<file path="config.mk">
export PLATFORM = sky130hd
export DESIGN_NAME = matmul_top
export DESIGN_NICKNAME = d
export VERILOG_FILES = /design/src/design/wb_pkg.sv /design/src/design/mm_pkg.sv /design/src/design/sync_fifo.sv /design/src/design/csr_regs.sv /design/src/design/operand_fetch.sv /design/src/design/dot_product.sv /design/src/design/result_writer.sv /design/src/design/matmul_top.sv
export SDC_FILE = /design/constraint.sdc
export NUM_CORES = 2
export LEC_CHECK = 0
export BUFFER_PORTS_ARGS = -buffer_cell sky130_fd_sc_hd__buf_4
export CAP_MARGIN = 20
export CORE_MARGIN = 1.5
export CORE_UTILIZATION = 68
export CTS_CLUSTER_SIZE = 30
export DETAILED_ROUTE_END_ITERATION = 8
export PLACE_DENSITY = 0.84
export SYNTH_ARGS = -nofsm -noshare
export SYNTH_HDL_FRONTEND = slang
export SYNTH_HIERARCHICAL = 1
export SYNTH_SLANG_ARGS = --single-unit
</file>
<file path="constraint.sdc">
create_clock -name clk -period 23.9 [get_ports clk]
set_input_delay 1.195 -clock clk [delete_from_list [all_inputs] [get_ports clk]]
set_output_delay 1.195 -clock clk [all_outputs]
set_load 0.02 [all_outputs]
</file>
<file path="src/design/wb_pkg.sv">
// ========================================
// Wishbone classic bus types
// Single access in flight, no burst tags
// Byte select is one bit per data byte
// ========================================

package wb_pkg;

	localparam int WB_ADR_W = 32;            // Byte address
	localparam int WB_DAT_W = 32;
	localparam int WB_SEL_W = WB_DAT_W / 8;  // One select per byte

	// Master to slave
	typedef struct packed {
		logic                cyc;
		logic                stb;
		logic                we;
		logic [WB_ADR_W-1:0] adr;
		logic [WB_DAT_W-1:0] dat;  // Write data
		logic [WB_SEL_W-1:0] sel;
	} wb_req_t;

	// Slave to master
	typedef struct packed {
		logic                ack;  // One cycle per access
		logic [WB_DAT_W-1:0] dat;  // Read data, valid with ack
	} wb_rsp_t;

endpackage

</file>
<file path="src/design/mm_pkg.sv">
// ========================================
// Matrix multiply constants and types
// Four signed 8-bit elements per word
// Results are signed 32-bit, no saturation
// ========================================

package mm_pkg;

	localparam int LANES     = 4;               // Elements per word
	localparam int ELEM_W    = 8;
	localparam int WORD_W    = LANES * ELEM_W;
	localparam int ACC_W     = 32;
	localparam int DIM_W     = 16;              // M, N and K
	localparam int REG_ADR_W = 8;               // Decoded low address bits

	// ========================================
	// Register byte offsets
	localparam logic [REG_ADR_W-1:0] REG_CTRL  = 8'h00;  // W bit0 run, R bit0 busy bit1 done
	localparam logic [REG_ADR_W-1:0] REG_SRC_A = 8'h04;
	localparam logic [REG_ADR_W-1:0] REG_SRC_B = 8'h08;  // B stored transposed
	localparam logic [REG_ADR_W-1:0] REG_DEST  = 8'h0C;
	localparam logic [REG_ADR_W-1:0] REG_M     = 8'h10;
	localparam logic [REG_ADR_W-1:0] REG_N     = 8'h14;
	localparam logic [REG_ADR_W-1:0] REG_K     = 8'h18;

	// Job configuration
	typedef struct packed {
		logic [31:0]      src_a;
		logic [31:0]      src_b;
		logic [31:0]      dest;
		logic [DIM_W-1:0] m;
		logic [DIM_W-1:0] n;
		logic [DIM_W-1:0] k;
	} mm_cfg_t;

	// One A word paired with one B word
	typedef struct packed {
		logic [WORD_W-1:0] a;
		logic [WORD_W-1:0] b;
		logic              first;  // w == 0
		logic              last;   // w == K-1
	} operand_t;

	typedef logic signed [ACC_W-1:0] acc_t;

endpackage

</file>
<file path="src/design/sync_fifo.sv">
// ========================================
// Synchronous FIFO, first-word fall-through
// almost_full at DEPTH - ALMOST_SLACK
// Push when full or pop when empty dropped
// ========================================
`timescale 1ns/1ps

module sync_fifo #(
	parameter int  DEPTH        = 16,
	parameter int  ALMOST_SLACK = 2,
	parameter type T            = logic [31:0]
) (
	input  logic clk,
	input  logic reset,
	input  logic push,
	input  logic pop,
	input  T     wdata,
	output T     rdata,        // Head, valid while not empty
	output logic empty,
	output logic almost_full
);
	localparam int PTR_W = (DEPTH > 1) ? $clog2(DEPTH) : 1;
	localparam int CNT_W = $clog2(DEPTH + 1);

	T                 mem [DEPTH];
	logic [PTR_W-1:0] wr_ptr;
	logic [PTR_W-1:0] rd_ptr;
	logic [CNT_W-1:0] count;
	logic             full;
	logic             do_push;
	logic             do_pop;

	assign full        = count == CNT_W'(DEPTH);
	assign empty       = count == '0;
	assign almost_full = count >= CNT_W'(DEPTH - ALMOST_SLACK);
	assign do_push     = push && !full;
	assign do_pop      = pop && !empty;
	assign rdata       = mem[rd_ptr];

	// Pointers wrap at DEPTH, any depth allowed
	always_ff @(posedge clk) begin
		if (reset) begin
			wr_ptr <= '0;
			rd_ptr <= '0;
			count  <= '0;
		end else begin
			if (do_push) wr_ptr <= (wr_ptr == PTR_W'(DEPTH - 1)) ? '0 : wr_ptr + 1'b1;
			if (do_pop)  rd_ptr <= (rd_ptr == PTR_W'(DEPTH - 1)) ? '0 : rd_ptr + 1'b1;
			count <= count + CNT_W'(do_push) - CNT_W'(do_pop);
		end
	end

	always_ff @(posedge clk) begin
		if (do_push) mem[wr_ptr] <= wdata;
	end

endmodule

</file>
<file path="src/design/csr_regs.sv">
// ========================================
// Host register block, Wishbone slave
// Ack one cycle after cyc and stb
// Only low 8 address bits are decoded
// Writes while busy are acked, not applied
// ========================================
`timescale 1ns/1ps

module csr_regs (
	input  logic            clk,
	input  logic            reset,
	input  wb_pkg::wb_req_t host_req,
	output wb_pkg::wb_rsp_t host_rsp,
	input  logic            finished,  // Last result written
	output mm_pkg::mm_cfg_t cfg,
	output logic            start      // One cycle, with run ack
);
	import wb_pkg::*;
	import mm_pkg::*;

	logic                 access;  // New access this cycle
	logic                 wr_en;
	logic [REG_ADR_W-1:0] offset;
	logic                 ack;
	logic                 busy;
	logic                 done;
	logic [WB_DAT_W-1:0]  rd_dat;

	// Ack blocks a second decode of the same access
	assign access = host_req.cyc && host_req.stb && !ack;
	assign wr_en  = access && host_req.we;
	assign offset = host_req.adr[REG_ADR_W-1:0];

	assign host_rsp = '{ack: ack, dat: rd_dat};

	// ========================================
	// Control, status and configuration
	always_ff @(posedge clk) begin
		if (reset) begin
			ack   <= 1'b0;
			start <= 1'b0;
			busy  <= 1'b0;
			done  <= 1'b0;
			cfg   <= '0;
		end else begin
			ack   <= access;
			start <= wr_en && !busy && offset == REG_CTRL && host_req.dat[0];
			if (start) begin
				busy <= 1'b1;
				done <= 1'b0;  // Cleared by the new job
			end else if (finished) begin
				busy <= 1'b0;
				done <= 1'b1;
			end
			if (wr_en && !busy) begin  // Config frozen during a job
				case (offset)
					REG_SRC_A: cfg.src_a <= host_req.dat;
					REG_SRC_B: cfg.src_b <= host_req.dat;
					REG_DEST:  cfg.dest  <= host_req.dat;
					REG_M:     cfg.m     <= host_req.dat[DIM_W-1:0];
					REG_N:     cfg.n     <= host_req.dat[DIM_W-1:0];
					REG_K:     cfg.k     <= host_req.dat[DIM_W-1:0];
					default:   ;         // CTRL handled above
				endcase
			end
		end
	end

	// Read data, returned with ack
	always_ff @(posedge clk) begin
		if (access) begin
			case (offset)
				REG_CTRL:  rd_dat <= WB_DAT_W'({done, busy});
				REG_SRC_A: rd_dat <= cfg.src_a;
				REG_SRC_B: rd_dat <= cfg.src_b;
				REG_DEST:  rd_dat <= cfg.dest;
				REG_M:     rd_dat <= WB_DAT_W'(cfg.m);
				REG_N:     rd_dat <= WB_DAT_W'(cfg.n);
				REG_K:     rd_dat <= WB_DAT_W'(cfg.k);
				default:   rd_dat <= '0;  // Unmapped reads as zero
			endcase
		end
	end

endmodule

</file>
<file path="src/design/operand_fetch.sv">
// ========================================
// Operand read master
// A row-major M x K, B transposed N x K
// Reads A then B per pair, one access open
// M, N or K of zero is not supported
// ========================================
`timescale 1ns/1ps

module operand_fetch (
	input  logic             clk,
	input  logic             reset,
	input  logic             start,
	input  mm_pkg::mm_cfg_t  cfg,
	output wb_pkg::wb_req_t  rd_req,
	input  wb_pkg::wb_rsp_t  rd_rsp,
	output mm_pkg::operand_t op_data,
	output logic             op_push,
	input  logic             op_almost_full  // Back-pressure from the FIFO
);
	import wb_pkg::*;
	import mm_pkg::*;

	localparam logic [WB_ADR_W-1:0] ADR_STEP = WB_ADR_W'(WB_DAT_W / 8);

	typedef enum logic [1:0] {S_IDLE, S_RD_A, S_RD_B, S_HOLD} state_t;

	state_t              state;
	logic [DIM_W-1:0]    i_cnt;   // Row of A
	logic [DIM_W-1:0]    j_cnt;   // Row of transposed B
	logic [DIM_W-1:0]    w_cnt;   // Word within the row
	logic [WB_ADR_W-1:0] a_row;   // Base of current A row
	logic [WB_ADR_W-1:0] a_addr;
	logic [WB_ADR_W-1:0] b_addr;
	logic [WB_DAT_W-1:0] a_word;  // Held until B returns
	logic                w_end;
	logic                j_end;
	logic                i_end;
	logic                step;    // B ack, pair complete

	assign w_end = w_cnt == cfg.k - 1'b1;
	assign j_end = j_cnt == cfg.n - 1'b1;
	assign i_end = i_cnt == cfg.m - 1'b1;
	assign step  = state == S_RD_B && rd_rsp.ack;

	// Read only, address follows the state
	always_comb begin
		rd_req     = '0;
		rd_req.cyc = state == S_RD_A || state == S_RD_B;
		rd_req.stb = rd_req.cyc;
		rd_req.adr = (state == S_RD_B) ? b_addr : a_addr;
		rd_req.sel = '1;
	end

	// ========================================
	// Fetch FSM
	always_ff @(posedge clk) begin
		if (reset) begin
			state   <= S_IDLE;
			op_push <= 1'b0;
		end else begin
			op_push <= step;
			case (state)
				S_IDLE: if (start) state <= S_RD_A;
				S_RD_A: if (rd_rsp.ack) state <= S_RD_B;
				S_RD_B: begin
					if (rd_rsp.ack) begin
						if (w_end && j_end && i_end)
							state <= S_IDLE;  // Last pair of the job
						else if (op_almost_full)
							state <= S_HOLD;
						else
							state <= S_RD_A;
					end
				end
				S_HOLD: if (!op_almost_full) state <= S_RD_A;
				default: state <= S_IDLE;
			endcase
		end
	end

	// Loop counters, w innermost
	always_ff @(posedge clk) begin
		if (reset || start) begin
			i_cnt <= '0;
			j_cnt <= '0;
			w_cnt <= '0;
		end else if (step) begin
			w_cnt <= w_end ? '0 : w_cnt + 1'b1;
			if (w_end) begin
				j_cnt <= j_end ? '0 : j_cnt + 1'b1;
				if (j_end) i_cnt <= i_cnt + 1'b1;
			end
		end
	end

	// Running addresses, no multipliers
	always_ff @(posedge clk) begin
		if (start) begin
			a_row  <= cfg.src_a;
			a_addr <= cfg.src_a;
			b_addr <= cfg.src_b;
		end else if (step) begin
			if (!w_end) begin
				a_addr <= a_addr + ADR_STEP;
				b_addr <= b_addr + ADR_STEP;
			end else if (!j_end) begin
				a_addr <= a_row;               // Same A row, next B row
				b_addr <= b_addr + ADR_STEP;   // B rows are contiguous
			end else begin
				a_row  <= a_addr + ADR_STEP;   // Next A row, K words on
				a_addr <= a_addr + ADR_STEP;
				b_addr <= cfg.src_b;           // Rewind B
			end
		end
	end

	// Operand capture
	always_ff @(posedge clk) begin
		if (state == S_RD_A && rd_rsp.ack) a_word <= rd_rsp.dat;
		if (step) op_data <= '{a: a_word, b: rd_rsp.dat, first: w_cnt == '0, last: w_end};
	end

endmodule

</file>
<file path="src/design/dot_product.sv">
// ========================================
// Dot-product pipeline, 3 stages
// Multiply, adder tree, accumulate over K
// Pops only with room for 3 in flight
// Sums wrap at 32 bits
// ========================================
`timescale 1ns/1ps

module dot_product (
	input  logic             clk,
	input  logic             reset,
	input  mm_pkg::operand_t op_data,
	input  logic             op_empty,
	output logic             op_pop,
	output mm_pkg::acc_t     res_data,
	output logic             res_push,
	input  logic             res_almost_full  // Slack of 3 expected
);
	import mm_pkg::*;

	localparam int PROD_W = 2 * ELEM_W;
	localparam int PAIRS  = LANES / 2;

	logic                     s1_vld;
	logic                     s1_first;
	logic                     s1_last;
	logic signed [PROD_W-1:0] s1_prod [LANES];  // Lane products
	acc_t                     pair_sum [PAIRS];
	acc_t                     tree_sum;
	logic                     s2_vld;
	logic                     s2_first;
	logic                     s2_last;
	acc_t                     s2_sum;
	logic                     acc_vld;
	logic                     acc_last;
	acc_t                     acc;

	assign op_pop   = !op_empty && !res_almost_full;
	assign res_push = acc_vld && acc_last;  // Row and column done
	assign res_data = acc;

	// Valid bits through the stages
	always_ff @(posedge clk) begin
		if (reset) begin
			s1_vld  <= 1'b0;
			s2_vld  <= 1'b0;
			acc_vld <= 1'b0;
		end else begin
			s1_vld  <= op_pop;
			s2_vld  <= s1_vld;
			acc_vld <= s2_vld;
		end
	end

	// ========================================
	// Stage 1, signed 8x8 per lane
	always_ff @(posedge clk) begin
		s1_first <= op_data.first;
		s1_last  <= op_data.last;
		for (int l = 0; l < LANES; l++) begin
			s1_prod[l] <= $signed(op_data.a[l*ELEM_W +: ELEM_W])
				* $signed(op_data.b[l*ELEM_W +: ELEM_W]);
		end
	end

	// Stage 2, pairs then total
	always_comb begin
		tree_sum = '0;
		for (int p = 0; p < PAIRS; p++) begin
			pair_sum[p] = acc_t'(s1_prod[2*p]) + acc_t'(s1_prod[2*p+1]);  // Sign extended
			tree_sum    = tree_sum + pair_sum[p];
		end
	end

	always_ff @(posedge clk) begin
		s2_first <= s1_first;
		s2_last  <= s1_last;
		s2_sum   <= tree_sum;
	end

	// Stage 3, load on first word of a row
	always_ff @(posedge clk) begin
		acc_last <= s2_last;
		if (s2_vld) acc <= s2_first ? s2_sum : acc + s2_sum;
	end

endmodule

</file>
<file path="src/design/result_writer.sv">
// ========================================
// Result write master
// Row-major C at dest, one word per result
// Data comes straight from the FIFO head
// ========================================
`timescale 1ns/1ps

module result_writer (
	input  logic            clk,
	input  logic            reset,
	input  logic            start,
	input  mm_pkg::mm_cfg_t cfg,
	input  mm_pkg::acc_t    res_data,
	input  logic            res_empty,
	output logic            res_pop,
	output wb_pkg::wb_req_t wr_req,
	input  wb_pkg::wb_rsp_t wr_rsp,
	output logic            finished   // Ack of write M*N
);
	import wb_pkg::*;
	import mm_pkg::*;

	localparam logic [WB_ADR_W-1:0] ADR_STEP = WB_ADR_W'(WB_DAT_W / 8);

	typedef enum logic [1:0] {S_IDLE, S_WAIT, S_WRITE} state_t;

	state_t               state;
	logic [WB_ADR_W-1:0]  addr;
	logic [2*DIM_W-1:0]   wr_count;  // Writes acked so far
	logic [2*DIM_W-1:0]   total;     // M*N
	logic                 last_write;

	assign last_write = wr_count == total - 1'b1;
	assign res_pop    = state == S_WRITE && wr_rsp.ack;  // Head consumed on ack
	assign finished   = res_pop && last_write;

	always_comb begin
		wr_req     = '0;
		wr_req.cyc = state == S_WRITE;
		wr_req.stb = wr_req.cyc;
		wr_req.we  = 1'b1;
		wr_req.adr = addr;
		wr_req.dat = res_data;  // Stable until pop
		wr_req.sel = '1;
	end

	// ========================================
	// Write FSM
	always_ff @(posedge clk) begin
		if (reset) begin
			state    <= S_IDLE;
			wr_count <= '0;
		end else begin
			if (start) wr_count <= '0;
			else if (res_pop) wr_count <= wr_count + 1'b1;
			case (state)
				S_IDLE:  if (start) state <= S_WAIT;
				S_WAIT:  if (!res_empty) state <= S_WRITE;
				S_WRITE: if (wr_rsp.ack) state <= last_write ? S_IDLE : S_WAIT;
				default: state <= S_IDLE;
			endcase
		end
	end

	// Address and job size
	always_ff @(posedge clk) begin
		if (start) begin
			addr  <= cfg.dest;
			total <= cfg.m * cfg.n;
		end else if (res_pop) begin
			addr <= addr + ADR_STEP;
		end
	end

endmodule

</file>
<file path="src/design/matmul_top.sv">
// ========================================
// Matrix multiply accelerator top
// Host slave port, separate read and write masters
// FIFO depths set here and passed down
// ========================================
`timescale 1ns/1ps

module matmul_top #(
	parameter int OPERAND_DEPTH = 16,
	parameter int RESULT_DEPTH  = 8
) (
	input  logic            clk,
	input  logic            reset,
	input  wb_pkg::wb_req_t host_req,
	output wb_pkg::wb_rsp_t host_rsp,
	output wb_pkg::wb_req_t rd_req,
	input  wb_pkg::wb_rsp_t rd_rsp,
	output wb_pkg::wb_req_t wr_req,
	input  wb_pkg::wb_rsp_t wr_rsp
);
	import mm_pkg::*;

	localparam int OPERAND_SLACK = 2;  // Covers the registered push
	localparam int RESULT_SLACK  = 3;  // Pipeline items in flight

	mm_cfg_t  cfg;
	logic     start;
	logic     finished;
	operand_t op_wdata;
	operand_t op_rdata;
	logic     op_push;
	logic     op_pop;
	logic     op_empty;
	logic     op_almost_full;
	acc_t     res_wdata;
	acc_t     res_rdata;
	logic     res_push;
	logic     res_pop;
	logic     res_empty;
	logic     res_almost_full;

	csr_regs u_csr (.clk, .reset, .host_req, .host_rsp, .finished, .cfg, .start);

	operand_fetch u_fetch (
		.clk, .reset, .start, .cfg, .rd_req, .rd_rsp,
		.op_data (op_wdata),
		.op_push, .op_almost_full
	);

	sync_fifo #(.DEPTH(OPERAND_DEPTH), .ALMOST_SLACK(OPERAND_SLACK), .T(operand_t)) u_op_fifo (
		.clk, .reset,
		.push (op_push), .pop (op_pop), .wdata (op_wdata), .rdata (op_rdata),
		.empty (op_empty), .almost_full (op_almost_full)
	);

	dot_product u_dot (
		.clk, .reset,
		.op_data (op_rdata), .op_empty, .op_pop,
		.res_data (res_wdata), .res_push, .res_almost_full
	);

	sync_fifo #(.DEPTH(RESULT_DEPTH), .ALMOST_SLACK(RESULT_SLACK), .T(acc_t)) u_res_fifo (
		.clk, .reset,
		.push (res_push), .pop (res_pop), .wdata (res_wdata), .rdata (res_rdata),
		.empty (res_empty), .almost_full (res_almost_full)
	);

	result_writer u_writer (
		.clk, .reset, .start, .cfg,
		.res_data (res_rdata), .res_empty, .res_pop,
		.wr_req, .wr_rsp, .finished
	);

endmodule

</file>
After elaboration in Yosys (flattened, before gate mapping)

Memories as Yosys holds them, arrays and structs flattened. A register that Yosys moved wholly into a read port is not among the register bits.
Cells that the tools add are included.

Bits in registers: 618
RAM bits: 1376
Input port bits: 139
Output and inout bits: 175
Logic and storage cells: 197
Memories kept: 3

Add/subtract/negate cells: 23
$mul: 5
Magnitude comparators: 2
Equal/unequal tests: 28
Multiplexer cells: 43
Reduce and logical (&&, ||, !) cells: 49

Memory list:

| name           | depth | width | rd ports | clocked after memory_dff | wr ports | RTL line          | source |
|---|---|---|---|---|---|---|---|
| u_op_fifo.mem  | 16    | 66    | 1        | 1                        | 1        | sync_fifo.sv:25   | `T mem [DEPTH];` |
| u_res_fifo.mem | 8     | 32    | 1        | 1                        | 1        | sync_fifo.sv:25   |  |
| u_dot.s1_prod  | 4     | 16    | 4        | 0                        | 4        | dot_product.sv:27 | `logic signed [PROD_W-1:0] s1_prod [LANES];` |

Operator list:

| kind                                                                  | number |
|---|---|
| 32-bit 2-to-1 mux                                                     | 15 |
| 32-bit case mux with 7 select lines                                   | 1 |
| 32-bit by 3-bit adder with 32-bit output (second input constant)      | 3 |
| 32-bit adder                                                          | 2 |
| 8-bit by 8-bit multiplier with 16-bit output                          | 4 |
| 16-bit by 1-bit adder with 16-bit output (second input constant)      | 3 |
| 16-bit == test                                                        | 3 |
| 16-bit by 1-bit subtractor with 16-bit output (second input constant) | 3 |
| 16-bit by 16-bit adder with 17-bit output                             | 2 |
| 32-bit by 1-bit adder with 32-bit output (second input constant)      | 1 |
| 32-bit == test                                                        | 1 |
| 16-bit by 16-bit multiplier with 32-bit output                        | 1 |
| 16-bit 2-to-1 mux                                                     | 2 |
| 32-bit by 1-bit subtractor with 32-bit output (second input constant) | 1 |
| 8-bit by 5-bit == test with 1-bit output (second input constant)      | 3 |
| 1-bit logical AND                                                     | 18 |
| 8-bit by 4-bit == test with 1-bit output (second input constant)      | 2 |
| 16-bit zero test                                                      | 1 |
| 2-bit 2-to-1 mux                                                      | 8 |
| 4-bit 2-to-1 mux                                                      | 4 |
| 2-bit AND reduction                                                   | 8 |
| 4-bit == test (second input constant)                                 | 3 |
| 3-bit 2-to-1 mux                                                      | 4 |
| 2-bit != test (second input constant)                                 | 6 |
| other kinds (27)                                                      | 51 |

Depth between registers and ports, before layout

Depth in word-level cells: 7
Gate-level depth with buffers: 25
Depth with buffers taken out: 22

Cells and area by module

Netlist, hierarchy kept.

By module, submodules not included:

| module                 | times used | cells an instance | area each (um^2) |
|---|---|---|---|
| sync_fifo (u_op_fifo)  | 1          | 1727              | 40377.5 |
| dot_product            | 1          | 1671              | 15984.1 |
| result_writer          | 1          | 1553              | 14077.3 |
| operand_fetch          | 1          | 1260              | 13342.8 |
| sync_fifo (u_res_fifo) | 1          | 450               | 10485.1 |
| csr_regs               | 1          | 813               | 7305.8 |

Worst setup path before layout

OpenSTA, ideal clock, no wires.

Path kind: flip-flop to flip-flop
Start: register u_op_fifo.count[2]
End: memory u_op_fifo/mem[1][0] (netlist bit), enable pin
Setup time: 676 ps
Data arrival time: 7934 ps
Data required time: 23224 ps
Path slack: 15290 ps
Cell stages (with the launch flop): 6
Path buffers: 1
Clock period less this slack: 8610 ps
Cells stage by stage: dfxtp_1 -> inv_1 -> ha_1 -> a31o_2 -> clkbuf_1 -> nor4b_1

Cells in the longest elaborated chain, start to end: 5

Ends and longest elaborated chain:

| what                                   | RTL line        | source |
|---|---|---|
| start, declared                        | sync_fifo.sv:28 | `logic [CNT_W-1:0] count;` |
| start signal, assigned                 | sync_fifo.sv:49 | `count <= count + CNT_W'(do_push) - CNT_W'(do_pop);` |
| 5-bit == test                          | sync_fifo.sv:33 | `assign full = count == CNT_W'(DEPTH);` |
| 1-bit zero test                        | sync_fifo.sv:36 | `assign do_push = push && !full;` |
| 1-bit logical AND                      | sync_fifo.sv:36 |  |
| 1-bit 2-to-1 mux                       | sync_fifo.sv:54 | `if (do_push) mem[wr_ptr] <= wdata;` |
| 1-bit 2-to-1 mux (not written as such) | sync_fifo.sv:54 |  |
| end, declared                          | sync_fifo.sv:25 |  |

No other way between the ends.

==> reports/results.txt <==
top-area cell type share of the netlist area = 48.3%
R2R depth = 23
cts repair resizes = 0
Rows = 141
CP Launch Type = flip-flop
Hold-fix buffers, CTS = 0
Final nets = 8547
total I/O pin count = 314
total track usage = 35.6%
final period utilization = 34.2%
setup TNS = 0 ns
Hold WS = 0.326 ns
cts bufs inserted = 191
worst slack, placed = 15.77 ns
Setup WS post-layout = 15.73 ns
Critical Path End Type = flip-flop
Mean Syn Cell Area = 13.6 sq um
Tmin final = 8.17 ns
WHS Path Cells = 0
DRC viols = 0
Critical Path Fanout Max = 111
H-tree levels = 4
Post-synth ARST share = 0%
vias per cell = 6.63
post-CTS setup buffer count = 0
post-synthesis sequential area ratio = 55.3%
routed length per instance = 27.6 microns
Max clock buf depth = 3
status = finished, final reports clean
Die Area = 152000 sq um
Via Count = 64650
Seq cells post-synth = 1987
CP Data Arrival Time = 8.96 ns
share of layout cells above drive strength 1 = 13.9%
f_max = 0.122 GHz
worst skew pair latency = 0.87 ns
hpwl dp = 159 mm
Root Driver = clkbuf_16
main area contributors after synthesis = edfxtp_1 (48%), fa_1 (8.9%), dfxtp_1 (7.0%), mux4_2 (6.4%), ha_1 (3.8%)
Core Area = 148000 sq um
grt total ovfl = 0
ANT nets after route = 0
routability cong. = 0.942
Required @ worst endpoint = 24.70 ns
terminus of the critical flop-to-flop path = u_dot/s1_prod[1][14]
TritonRoute pass-1 iters = 8
yosys warns = 6
RSZ-0062 raised after global routing = no
vias in the first global route = 65767
Initial Utilization = 68.6%
Post-Synthesis Cells = 7474
hold_sp = u_dot/s1_first
Yosys cell types = 110
chip height = 389 microns
maxcap violations = 0
drt total wl = 269 mm
Worst-path clk slew = 0.06 ns
Slew HR = 20.4%
critical path class = flip-flop to flip-flop
Clock Sinks = 1987
worst min path class = flip-flop to flip-flop
initial antenna violation count = 9
CTS tree = done
first-pass GRT wire length = 403 mm
flop-to-flop setup slack = 15.73 ns
Worst-Margin Slew = 1.19 ns
final slew viol count = 0
Initial DRC Count = 8004
Final Skew = 0.0723 ns
top_reg_cell synth = edfxtp_1
Area Growth Syn to Fin = 9.66%
largest net degree at the start of global routing = 163
port bufs = 211
Final Hold Vio Count = 0
WHS Endpoint = u_dot/s2_first
Syn Std Cell Area = 102000 sq um
Final setup viols = 0
Die Wd = 389 microns
number of synthesized flops with an enable pin = 1634
cell taking the most area after synthesis = edfxtp_1
-- placed cells by master, fill, tap and decap left out, types with 56 or more instances in the layout --
cell	count
inv_1	675
nor2_1	259
dfxtp_1	348
mux2i_1	102
xor2_1	140
ha_1	309
fa_1	450
clkbuf_16	193
nand3_1	88
nand2_1	746
o21ai_0	191
a21oi_1	287
buf_4	295
nor2b_1	56
mux4_2	288
edfxtp_1	1634
mux2_2	79
a22oi_1	153
xnor2_1	202
and2_1	321
-- logic make-up after synthesis --
group	count (synthesis)	synth area share, %
AO/OA/AOI/OAI	941	6.03
multiplexers	510	9.33
AND/OR/NAND/NOR	1888	9.31
adder cells (fa/ha/maj)	759	12.7
XOR/XNOR	342	2.95
flip-flops	1987	55.3
buffers and inverters	1044	4.43
other	3	0.0111
-- synthesized netlist by cell type, types with 60 or more instances --
library cell,instances
mux4_2,288
xor2_1,140
and2_1,329
o21ai_0,192
nor2_1,264
mux2i_1,102
nor3_1,60
nand2_1,747
clkbuf_1,188
edfxtp_1,1634
mux2_2,79
a22oi_1,153
nand3_1,88
xnor2_1,202
ha_1,309
inv_1,676
dfxtp_1,353
buf_4,96
fa_1,450
a21oi_1,287
-- flip-flops by register name (all words and copies together), names as in the netlist, 32 cells and up, named ones only --
name / count
u_csr/cfg: 144
u_writer/total: 32
u_fetch/b_addr: 32
u_csr/rd_dat: 32
u_fetch/op_data: 66
u_dot/s1_prod: 64
u_fetch/a_row: 32
u_writer/wr_count: 32
u_fetch/a_addr: 32
u_writer/addr: 32
u_res_fifo/mem: 256
u_op_fifo/mem: 1056
u_fetch/a_word: 32
u_dot/res_data: 32
-- final cells by class --
type                    instances  area, sq um
diodes                          4         10.0
clock buffers                 236         5090
clock inverters               121         1450
fillers                      8480        36600
inverters                     678         2550
multi-input cells            4482        41300
flip-flops and latches       1987        56200
well taps                    1930         2410
repair buffers                309         2450
-- through the flow --
stage          util [%]  std cells  area (sq um)
5_1_grt            75.2       9744        111000
3_3_place_gp       70.7       9376        105000
2_1_floorplan         -       7513        102000
6_report           75.2       9747        111000
4_1_cts            75.1       9734        111000
3_5_place_dp       70.7       9377        105000
-- critical path, stage by stage (launching register included) --
cell      delay [ns]
dfxtp_4         0.68
buf_12          0.63
buf_12          0.72
mux4_2          0.65
a22oi_1         0.25
nand2_1         0.38
and2_1          0.30
fa_1            0.53
inv_1           0.06
fa_1            0.48
inv_1           0.06
fa_1            0.53
inv_1           0.06
fa_1            0.54
inv_1           0.04
ha_1            0.33
o21ai_1         0.13
a21boi_0        0.16
o21ai_0         0.29
a21boi_1        0.13
o21ai_0         0.26
a21boi_1        0.17
or4_1           0.43
nand3_1         0.10
-- worst max path at each step --
stage                        from                   end  cells after the start
2_1_floorplan  u_op_fifo/count[2]   u_op_fifo/mem[1][0]                      5
3_3_place_gp            flip-flop  u_dot/s1_prod[1][14]                     23
3_5_place_dp            flip-flop  u_dot/s1_prod[1][14]                     23
4_1_cts                 flip-flop  u_dot/s1_prod[1][14]                     23
5_1_grt                 flip-flop  u_dot/s1_prod[1][14]                     23
6_report                flip-flop  u_dot/s1_prod[1][14]                     23
-- metal layers --
metal / track usage [%] / share of wire [%] / vias up / routed length (microns)
met5: 0 / 0.026 / - / 70
met1: 46.7 / 36 / 32154 / 96100
met4: 17.9 / 5.5 / 10 / 14800
li1: - / - / 27151 / -
met3: 6.53 / 11 / 899 / 28600
met2: 57.6 / 48 / 4436 / 130000
Power is not shown: default switching activity piles up to over one toggle a cycle in this logic, so the estimate is an artifact.
